[config.mk]
export PLATFORM = sky130hd
export DESIGN_NAME = crc32_tx
export DESIGN_NICKNAME = d
export VERILOG_FILES = /design/src/logic/frame_pkg.sv /design/src/logic/crc_pkg.sv /design/src/logic/crc32_tx.sv /design/src/logic/fcs_result.sv /design/src/logic/crc_engine.sv /design/src/logic/lane_decode.sv
export SDC_FILE = /design/constraint.sdc
export NUM_CORES = 1
export LEC_CHECK = 0
export ABC_CLOCK_PERIOD_IN_PS = 22100
export BUFFER_PORTS_ARGS = -buffer_cell sky130_fd_sc_hd__buf_2
export CORE_AREA = 8 8 177 179
export CTS_CLUSTER_SIZE = 16
export DETAILED_ROUTE_END_ITERATION = 10
export DIE_AREA = 0 0 185 187
export PLACE_DENSITY = 0.78
export SLEW_MARGIN = 20
export SYNTH_ARGS = -nofsm -noshare
export SYNTH_HDL_FRONTEND = slang
export SYNTH_SLANG_ARGS = --single-unit
[constraint.sdc]
create_clock -name tx_clk -period 22.1 [get_ports tx_clk]
set_input_delay 2.21 -clock tx_clk [delete_from_list [all_inputs] [get_ports tx_clk]]
set_output_delay 2.21 -clock tx_clk [all_outputs]
set_load 0.05 [all_outputs]
[src/logic/frame_pkg.sv]
package frame_pkg;

    localparam int lane_w = 8;  // Bits per byte lane

    typedef logic [lane_w-1:0] lane_t;

    // Whether a frame is open on the input stream
    typedef enum logic
    {
        frame_idle = 1'b0,
        frame_body = 1'b1
    } frame_state_e;

endpackage

[src/logic/crc_pkg.sv]
package crc_pkg;

    // Running CRC register and final FCS value
    typedef logic [31:0] crc_t;

    // Bytes carried by one word, 0 up to 8
    typedef logic [3:0] byte_cnt_t;

    // Reflected form of 04C11DB7, LSB first on the wire
    localparam crc_t crc_poly = 32'hedb88320;

    localparam crc_t crc_seed = 32'hffffffff;       // Preset at frame start
    localparam crc_t crc_final_xor = 32'hffffffff;  // Ones complement of the result

endpackage
[src/logic/crc32_tx.sv]
module crc32_tx #(
    parameter int lanes = 8
) (
    input  logic                                 tx_clk,
    input  logic                                 tx_rstb,
    input  logic [lanes*frame_pkg::lane_w-1:0]   packet_in,
    input  logic [lanes-1:0]                     keep,
    input  logic                                 valid_in,
    input  logic                                 last,
    output crc_pkg::crc_t                        crc32_out,
    output logic                                 crc32_valid
);
    import crc_pkg::*;
    import frame_pkg::*;

    logic                     dec_valid;
    logic                     dec_first;
    logic                     dec_last;
    byte_cnt_t                dec_count;
    logic [lanes*lane_w-1:0]  dec_data;

    crc_t                     crc_state;
    logic                     crc_done;

    lane_decode #(
        .lanes (lanes)
    ) u_decode (
        .tx_clk    (tx_clk),
        .tx_rstb   (tx_rstb),
        .packet_in (packet_in),
        .keep      (keep),
        .valid_in  (valid_in),
        .last      (last),
        .dec_valid (dec_valid),
        .dec_first (dec_first),
        .dec_last  (dec_last),
        .dec_count (dec_count),
        .dec_data  (dec_data)
    );

    crc_engine #(
        .lanes (lanes)
    ) u_engine (
        .tx_clk    (tx_clk),
        .tx_rstb   (tx_rstb),
        .dec_valid (dec_valid),
        .dec_first (dec_first),
        .dec_last  (dec_last),
        .dec_count (dec_count),
        .dec_data  (dec_data),
        .crc_state (crc_state),
        .crc_done  (crc_done)
    );

    fcs_result u_result (
        .tx_clk      (tx_clk),
        .tx_rstb     (tx_rstb),
        .crc_state   (crc_state),
        .crc_done    (crc_done),
        .crc32_out   (crc32_out),
        .crc32_valid (crc32_valid)
    );

endmodule

[src/logic/fcs_result.sv]
module fcs_result (
    input  logic          tx_clk,
    input  logic          tx_rstb,
    input  crc_pkg::crc_t crc_state,
    input  logic          crc_done,
    output crc_pkg::crc_t crc32_out,
    output logic          crc32_valid
);
    import crc_pkg::*;

    // Latch the finished FCS, hold it until the next frame ends
    always_ff @(posedge tx_clk or negedge tx_rstb)
    begin
        if (!tx_rstb)
        begin
            crc32_out   <= '0;
            crc32_valid <= 1'b0;
        end
        else
        begin
            crc32_valid <= crc_done;  // One cycle strobe
            if (crc_done)
                crc32_out <= crc_state ^ crc_final_xor;
        end
    end

endmodule

[src/logic/crc_engine.sv]
module crc_engine #(
    parameter int lanes = 8
) (
    input  logic                                 tx_clk,
    input  logic                                 tx_rstb,
    input  logic                                 dec_valid,
    input  logic                                 dec_first,
    input  logic                                 dec_last,
    input  crc_pkg::byte_cnt_t                   dec_count,
    input  logic [lanes*frame_pkg::lane_w-1:0]   dec_data,
    output crc_pkg::crc_t                        crc_state,
    output logic                                 crc_done
);
    import crc_pkg::*;
    import frame_pkg::*;

    crc_t crc_start;
    crc_t crc_next;

    // One byte through the reflected shift register, LSB first
    function automatic crc_t crc_byte(input crc_t crc, input lane_t data);
        crc_t c;
        c = crc ^ crc_t'(data);
        for (int b = 0; b < lane_w; b++)
        begin
            c = c[0] ? ((c >> 1) ^ crc_poly) : (c >> 1);
        end
        return c;
    endfunction

    assign crc_start = dec_first ? crc_seed : crc_state;  // Reseed per frame

    // Fold lanes in wire order, stopping at the byte count
    always_comb
    begin
        crc_next = crc_start;
        for (int i = 0; i < lanes; i++)
        begin
            if (byte_cnt_t'(i) < dec_count)
                crc_next = crc_byte(crc_next, dec_data[i*lane_w +: lane_w]);
        end
    end

    // Holds across idle cycles inside a frame
    always_ff @(posedge tx_clk)
    begin
        if (dec_valid)
            crc_state <= crc_next;
    end

    always_ff @(posedge tx_clk or negedge tx_rstb)
    begin
        if (!tx_rstb)
            crc_done <= 1'b0;
        else
            crc_done <= dec_valid && dec_last;
    end

    // Back to back results only when the second frame is a single word
    a_done_spacing: assert property (
        @(posedge tx_clk) disable iff (!tx_rstb)
        crc_done ##1 crc_done |-> $past(dec_first)
    );

endmodule

[src/logic/lane_decode.sv]
module lane_decode #(
    parameter int lanes = 8
) (
    input  logic                                 tx_clk,
    input  logic                                 tx_rstb,
    input  logic [lanes*frame_pkg::lane_w-1:0]   packet_in,
    input  logic [lanes-1:0]                     keep,
    input  logic                                 valid_in,
    input  logic                                 last,
    output logic                                 dec_valid,
    output logic                                 dec_first,
    output logic                                 dec_last,
    output crc_pkg::byte_cnt_t                   dec_count,
    output logic [lanes*frame_pkg::lane_w-1:0]   dec_data
);
    import crc_pkg::*;
    import frame_pkg::*;

    frame_state_e frame_state;
    byte_cnt_t    keep_count;

    // Population count of the byte enables
    always_comb
    begin
        keep_count = '0;
        for (int i = 0; i < lanes; i++)
        begin
            keep_count = keep_count + byte_cnt_t'(keep[i]);
        end
    end

    // A frame opens on any valid word and closes on last
    always_ff @(posedge tx_clk or negedge tx_rstb)
    begin
        if (!tx_rstb)
            frame_state <= frame_idle;
        else if (valid_in)
            frame_state <= last ? frame_idle : frame_body;
    end

    always_ff @(posedge tx_clk or negedge tx_rstb)
    begin
        if (!tx_rstb)
        begin
            dec_valid <= 1'b0;
            dec_first <= 1'b0;
            dec_last  <= 1'b0;
        end
        else
        begin
            dec_valid <= valid_in;
            dec_first <= valid_in && (frame_state == frame_idle);
            dec_last  <= valid_in && last;
        end
    end

    always_ff @(posedge tx_clk)
    begin
        if (valid_in)
        begin
            dec_count <= keep_count;
            dec_data  <= packet_in;
        end
    end

    // Enabled lanes start at lane 0 with no holes
    a_keep_contiguous: assert property (
        @(posedge tx_clk) disable iff (!tx_rstb)
        valid_in |-> (keep != '0) && ((keep & (keep + 1'b1)) == '0)
    );

    // Short words only at the end of a frame
    a_keep_full_body: assert property (
        @(posedge tx_clk) disable iff (!tx_rstb)
        valid_in && !last |-> &keep
    );

endmodule

=== Yosys cells after proc, flatten, opt, wreduce, memory -nomap -nowiden ===
Index checks and enable logic that the tools add are counted.

* Bitwise gates (word level): 74
* Add/sub/neg operators: 7
* Order comparisons: 8
* Multiplexer cells: 74
* Reduce and logical (&&, ||, !) cells: 3

{| class="wikitable"
|+ Operator list
! kind !! count
|-
| 2-to-1 mux 32 bit || 73
|-
| inverter 13 -> 14 bit || 64
|-
| bitwise XOR 32 x 8 -> 32 bit || 8
|-
| inverter 32 bit || 1
|-
| adder 4 x 1 -> 4 bit || 6
|-
| < comparator 3 x 4 -> 1 bit, first input constant || 4
|-
| < comparator 1 x 4 -> 1 bit, first input constant || 2
|-
| < comparator 2 x 4 -> 1 bit, first input constant || 2
|-
| logical AND 1 bit || 3
|-
| adder 1 x 1 -> 2 bit || 1
|-
| 2-to-1 mux 1 bit || 1
|-
| inverter 1 bit || 1
|}

* Output and inout bits: 33
* Input bits: 76
* Logic and storage cells: 176
* Bits in registers: 138

=== Depth between registers and ports, before layout ===
* Depth after elaboration: 145
* Depth in mapped cells: 34
* Depth with buffers taken out: 28

=== Hierarchy ===
Synthesis repeated with hierarchy kept, for this count alone.

* Cell total of the unflattened synthesis: 1,859
* Area total of the unflattened synthesis: 17,670.7 µm²

{| class="wikitable"
|+ By module, submodules not included
! module !! area an instance (µm²) !! cells each !! times used
|-
| crc_engine || 13,992.2 || 1,658 || 1
|-
| lane_decode || 2,361.0 || 100 || 1
|-
| fcs_result || 1,317.5 || 101 || 1
|}

=== Worst setup path before layout ===
No wires, ideal clock.

* Kind: reg2reg
* Start point: reg u_decode.dec_data[0] in the netlist's numbering
* End point: reg u_engine.crc_state[23] (data pin)
* Stages on the path, launching flop included: 31
* Arrival time: 9.309 ns
* Required time: 21.830 ns
* Library setup time: 0.270 ns
* Path buffers: 2
* Setup slack: 12.521 ns
* Cell sequence: edfxtp_1 > buf_4 > xnor2_1 > or3_1 > a211o_1 > a31oi_4 > xnor2_4 > xnor3_1 > o32a_1 > nand3_2 > xnor3_1 > xnor2_2 > mux2i_4 > xnor2_2 > mux2i_1 > nor4bb_1 > buf_2 > xor2_1 > xnor3_1 > a21oi_4 > xnor3_2 > xnor3_1 > o21ai_2 > xor2_2 > xor3_2 > o21a_1 > a2111oi_4 > xnor2_2 > xor3_1 > xnor2_1 > a21oi_1

* Cells in the longest elaborated chain, start to end: 105

{| class="wikitable"
|+ Ends and longest elaborated chain
! element !! RTL line !! source
|-
| from (decl) || lane_decode.sv:14 || <nowiki>output logic [lanes*frame_pkg::lane_w-1:0] dec_data</nowiki>
|-
| from (signal assigned) || lane_decode.sv:62 || <nowiki>dec_data <= packet_in;</nowiki>
|-
| bitwise XOR 32 x 8 -> 32 bit (*) || crc_engine.sv:23 || <nowiki>c = crc ^ crc_t'(data);</nowiki>
|-
| 2-to-1 mux 32 bit (*) (2 in series) || crc_engine.sv:26 || <nowiki>c = c[0] ? ((c >> 1) ^ crc_poly) : (c >> 1);</nowiki>
|-
| inverter 13 -> 14 bit (no line) / 2-to-1 mux 32 bit (equally long branches) || - ||
|-
| 2-to-1 mux 32 bit (*) || crc_engine.sv:26 ||
|-
| inverter 13 -> 14 bit (no line) / 2-to-1 mux 32 bit (equally long branches) || - ||
|-
| 2-to-1 mux 32 bit (*) || crc_engine.sv:26 ||
|-
| inverter 13 -> 14 bit (no line) / 2-to-1 mux 32 bit (equally long branches) || - ||
|-
| 2-to-1 mux 32 bit (*) (4 in series) || crc_engine.sv:26 ||
|-
| [85 not listed] || - ||
|-
| inverter 13 -> 14 bit (no line) / 2-to-1 mux 32 bit (equally long branches) || - ||
|-
| 2-to-1 mux 32 bit (2 in series) || crc_engine.sv:26 ||
|-
| inverter 13 -> 14 bit (no line) / 2-to-1 mux 32 bit (equally long branches) || - ||
|-
| 2-to-1 mux 32 bit || crc_engine.sv:26 ||
|-
| inverter 13 -> 14 bit (no line) / 2-to-1 mux 32 bit (equally long branches) || - ||
|-
| 2-to-1 mux 32 bit || crc_engine.sv:26 ||
|-
| 2-to-1 mux 32 bit (*) || crc_engine.sv:39 || <nowiki>if (byte_cnt_t'(i) < dec_count)</nowiki>
|-
| via u_engine.crc_next[23] || crc_engine.sv:18 || <nowiki>crc_t crc_next;</nowiki>
|-
| to (signal assigned) || crc_engine.sv:48 || <nowiki>crc_state <= crc_next;</nowiki>
|-
| to (decl) || crc_engine.sv:11 || <nowiki>output crc_pkg::crc_t crc_state,</nowiki>
|}

The timed path passes the listed nets; every way through them passes the cells marked *.
A chain may end at the register's enable or synchronous reset.

=== Worst setup path after layout ===
* Start point: reg u_decode.dec_first
* End point: reg u_engine.crc_state[5] (data pin)

* Cells in the longest elaborated chain, start to end: 107

{| class="wikitable"
|+ Ends and longest elaborated chain
! element !! RTL line !! source
|-
| from (decl) || lane_decode.sv:11 || <nowiki>output logic dec_first,</nowiki>
|-
| from (signal assigned) || lane_decode.sv:52 || <nowiki>dec_first <= valid_in && (frame_state == frame_idle);</nowiki>
|-
| 2-to-1 mux 32 bit (*) || crc_engine.sv:31 || <nowiki>assign crc_start = dec_first ? crc_seed : crc_state;</nowiki>
|-
| bitwise XOR 32 x 8 -> 32 bit || crc_engine.sv:23 ||
|-
| 2-to-1 mux 32 bit / inverter 13 -> 14 bit (equally long branches) || - ||
|-
| 2-to-1 mux 32 bit || crc_engine.sv:26 ||
|-
| 2-to-1 mux 32 bit / inverter 13 -> 14 bit (equally long branches) || - ||
|-
| 2-to-1 mux 32 bit (2 in series) || crc_engine.sv:26 ||
|-
| 2-to-1 mux 32 bit / inverter 13 -> 14 bit (equally long branches) || - ||
|-
| inverter 13 -> 14 bit (no line) / 2-to-1 mux 32 bit (equally long branches) || - ||
|-
| [89 not listed] || - ||
|-
| inverter 13 -> 14 bit (no line) || - ||
|-
| 2-to-1 mux 32 bit || crc_engine.sv:26 ||
|-
| inverter 13 -> 14 bit (no line) / 2-to-1 mux 32 bit (equally long branches) || - ||
|-
| 2-to-1 mux 32 bit (3 in series) || crc_engine.sv:26 ||
|-
| inverter 13 -> 14 bit (no line) / 2-to-1 mux 32 bit (equally long branches) || - ||
|-
| 2-to-1 mux 32 bit || crc_engine.sv:26 ||
|-
| 2-to-1 mux 32 bit (*) || crc_engine.sv:39 ||
|-
| via u_engine.crc_next[5] || crc_engine.sv:18 ||
|}

Marked as above.

==> results.toml <==
[place]
routabilityCongestion = 0.973
post-dp-hpwl_um = 39400
dpl_cell_area_um2 = 17600
portBuffers = 108

[grt]
use_met3_pct = 5.32
grt_overflow = 0
use_met1_pct = 40.6
top_usage_layer = "met2"
grt_max_degree = 77
antenna_found_initial = 0
grt_util_met2_pct = 45.3
grt_pass1_wl_um = 77800
grt_usage_pct = 29.3
grt_pass1_vias = 13200

[final_layout]
diodes = 0
stdcell_area_um2 = 18300
post-route-util_pct = 64.3
fin_nets = 1911
drive_gt1_share_pct = 15.0
area_growth_pct = 8.34

[synthesis]
ys_async_sr_fraction_pct = 27.5
synth.distinct_cells = 103
synth_edf_count = 100
syn-instance-count = 1773
synth-seq-cells = 138
ys_seq_area_share_pct = 23.5
synth_fp_nets = 1856
syn_area_um2 = 16800
ys_warn_count = 0
ys.flop_type = "edfxtp_1"
avgSynthCellArea_um2 = 9.50

[clock_tree]
cts_setup_buffers = 0
clkTransAtPathRegs_ns = 0.07
cts_root_buf = "clkbuf_16"
cts_buffers = 17
clock_latency_ns = 0.46
ctsHoldBuffers = 0
cts.path.max_buffers = 2
cts_resized = 0
htree_levels = 4
cts_tree = "done"
clock-sinks = 138

[timing]
setup-tns-final_ns = 0
final_hold_viol_count = 0
rsz0062_at_grt = "no"
tightest_slew_ns = 0.999
final_max_slew_viol_count = 0
maxSlewHeadroom_pct = 32.9
fin_crit_ns = 11.94
period_share_pct = 54.0
skew_ns = 0.0149
setup_viol = 0
fmax_ghz = 0.0837

[detailed_routing]
wl_per_cell_um = 22.9
post-route-drc-count = 0
first_iter_violations = 1661
vias_per_cell = 6.17
firstDrtPassIters = 6
via_count = 13700
ant_nets = 0
routed_wirelength_um = 50900

[setup_path]
cpPeakStageDelay_ns = 0.70
setup.worst_path.class = "flop to flop"
path_max_fanout = 76
cp.required_ns = 22.29
critPathCaptureType = "flop"
slowest_stage = "nand4_1"
crit_path_frequent_cell = "xnor3_1"
cp-start-kind = "flop"
worst_ep_arrival_time_ns = 12.13

[worst_hold_path]
hp-class = "flop to flop"

[status]
outcome = "complete, no violations"

[floorplanning]
die_w_um = 185
std_cell_rows = 62
io_pins = 109
core_um2 = 28400
initial_core_util_pct = 59.3
die_y_um = 187
dieArea_um2 = 34600

[run]
cap_violations = 0
[worst paths after layout]
| kind | start | to | slack [ns] | depth (start not counted) |
|---|---|---|---|---|
| worst max-delay path | u_decode.dec_first$_DFF_PN0_ | u_engine.crc_state[5]$_DFFE_PP_ | 10.16 | 29 |
| worst min-delay path | u_decode.frame_state$_DFFE_PN0P_ | u_decode.dec_first$_DFF_PN0_ | 0.45 | 1 |
| worst max register to register | u_decode.dec_first$_DFF_PN0_ | u_engine.crc_state[5]$_DFFE_PP_ | 10.16 | 29 |
| worst min register to register | u_decode.frame_state$_DFFE_PN0P_ | u_decode.dec_first$_DFF_PN0_ | 0.45 | 1 |
| max in group asynchronous | tx_rstb | u_engine.crc_done$_DFF_PN0_ | 19.66 | 1 |
| min in group asynchronous | tx_rstb | u_result.crc32_out[29]$_DFFE_PN0P_ | 1.85 | 1 |
[state kept, by name, indices dropped and copies added (netlist names)]
| name | count |
|---|---|
| u_decode.dec_first | 1 |
| u_decode.dec_count | 4 |
| u_result.crc32_valid | 1 |
| u_decode.frame_state | 1 |
| u_decode.dec_data | 64 |
| u_result.crc32_out | 32 |
| u_engine.crc_done | 1 |
| u_decode.dec_valid | 1 |
| u_engine.crc_state | 32 |
| u_decode.dec_last | 1 |
[synth_stat cells (41+ instances only)]
cell type / number / area, um^2
a21oi_1: 109 / 546
clkbuf_1: 53 / 199
edfxtp_1: 100 / 3000
inv_1: 57 / 214
mux2i_1: 82 / 821
nand2_1: 114 / 428
nor2_1: 169 / 634
nor3_1: 41 / 205
o21ai_0: 76 / 380
xnor2_1: 291 / 2550
xnor3_1: 73 / 1640
xor2_1: 121 / 1060
[cell families (layout without fill, tap and decap cells)]
logic type	count (synthesis)	in the layout	synth area share (%)
XOR/XNOR	538	538	37.6
AND/OR/NAND/NOR	484	484	14.4
AO/OA/AOI/OAI	361	361	14.3
buffers and inverters	152	220	3.73
flip-flops	138	138	23.5
multiplexers	93	93	5.79
adder cells (fa/ha/maj)	7	7	0.698
[through the flow]
| stage | std cells | hold WS [ns] | worst slack, ns |
|---|---|---|---|
| final | 2225 | 0.454 | 10.16 |
| after global routing | 2225 | 0.480 | 9.55 |
| after CTS | 2225 | 0.456 | 10.35 |
| after detailed placement | 2193 | 0.432 | 10.38 |
| after global placement | 2193 | 0.432 | 10.48 |
| after floorplan | 1773 | 0.352 | 12.52 |
[final cells by class]
| type | instances | area (um^2) |
|---|---|---|
| flip-flops and latches | 138 | 3960 |
| well taps | 384 | 480 |
| multi-input cells | 1483 | 12300 |
| clock inverters | 15 | 171 |
| inverters | 58 | 218 |
| clock buffers | 17 | 425 |
| fillers | 2358 | 10100 |
| repair buffers | 130 | 708 |
[critical path, delay by kind of cell, from the launching register on]
family / cells / cell delay [ns]
XOR/XNOR: 12 / 5.37
AO/OA/AOI/OAI: 10 / 2.62
buffers and inverters: 2 / 0.98
AND/OR/NAND/NOR: 5 / 2.34
flip-flops: 1 / 0.34
[cells in the final DEF (no fill, tap or decap), types with 17 or more instances in the layout]
master     count
xnor2_1      291
nor2_1       166
xor2_1       121
nand2_1      114
a21oi_1      107
buf_2        107
edfxtp_1     100
mux2i_1       82
o21ai_0       76
xnor3_1       73
inv_1         57
nor3_1        41
dfrtp_1       36
or3_1         26
nand3_1       24
buf_4         23
a211oi_1      21
o211ai_1      20
clkbuf_16     17
[per-layer routing]
layer / part of all wire, % / up-vias / routed length, um
met1: 43 / 6604 / 21900
li1: - / 6363 / -
met3: 8.3 / 103 / 4250
met5: 0 / - / 0
met2: 46 / 652 / 23200
met4: 3.1 / 0 / 1550
Power is not shown: default switching activity piles up to over one toggle a cycle in this logic, so the estimate is an artifact.
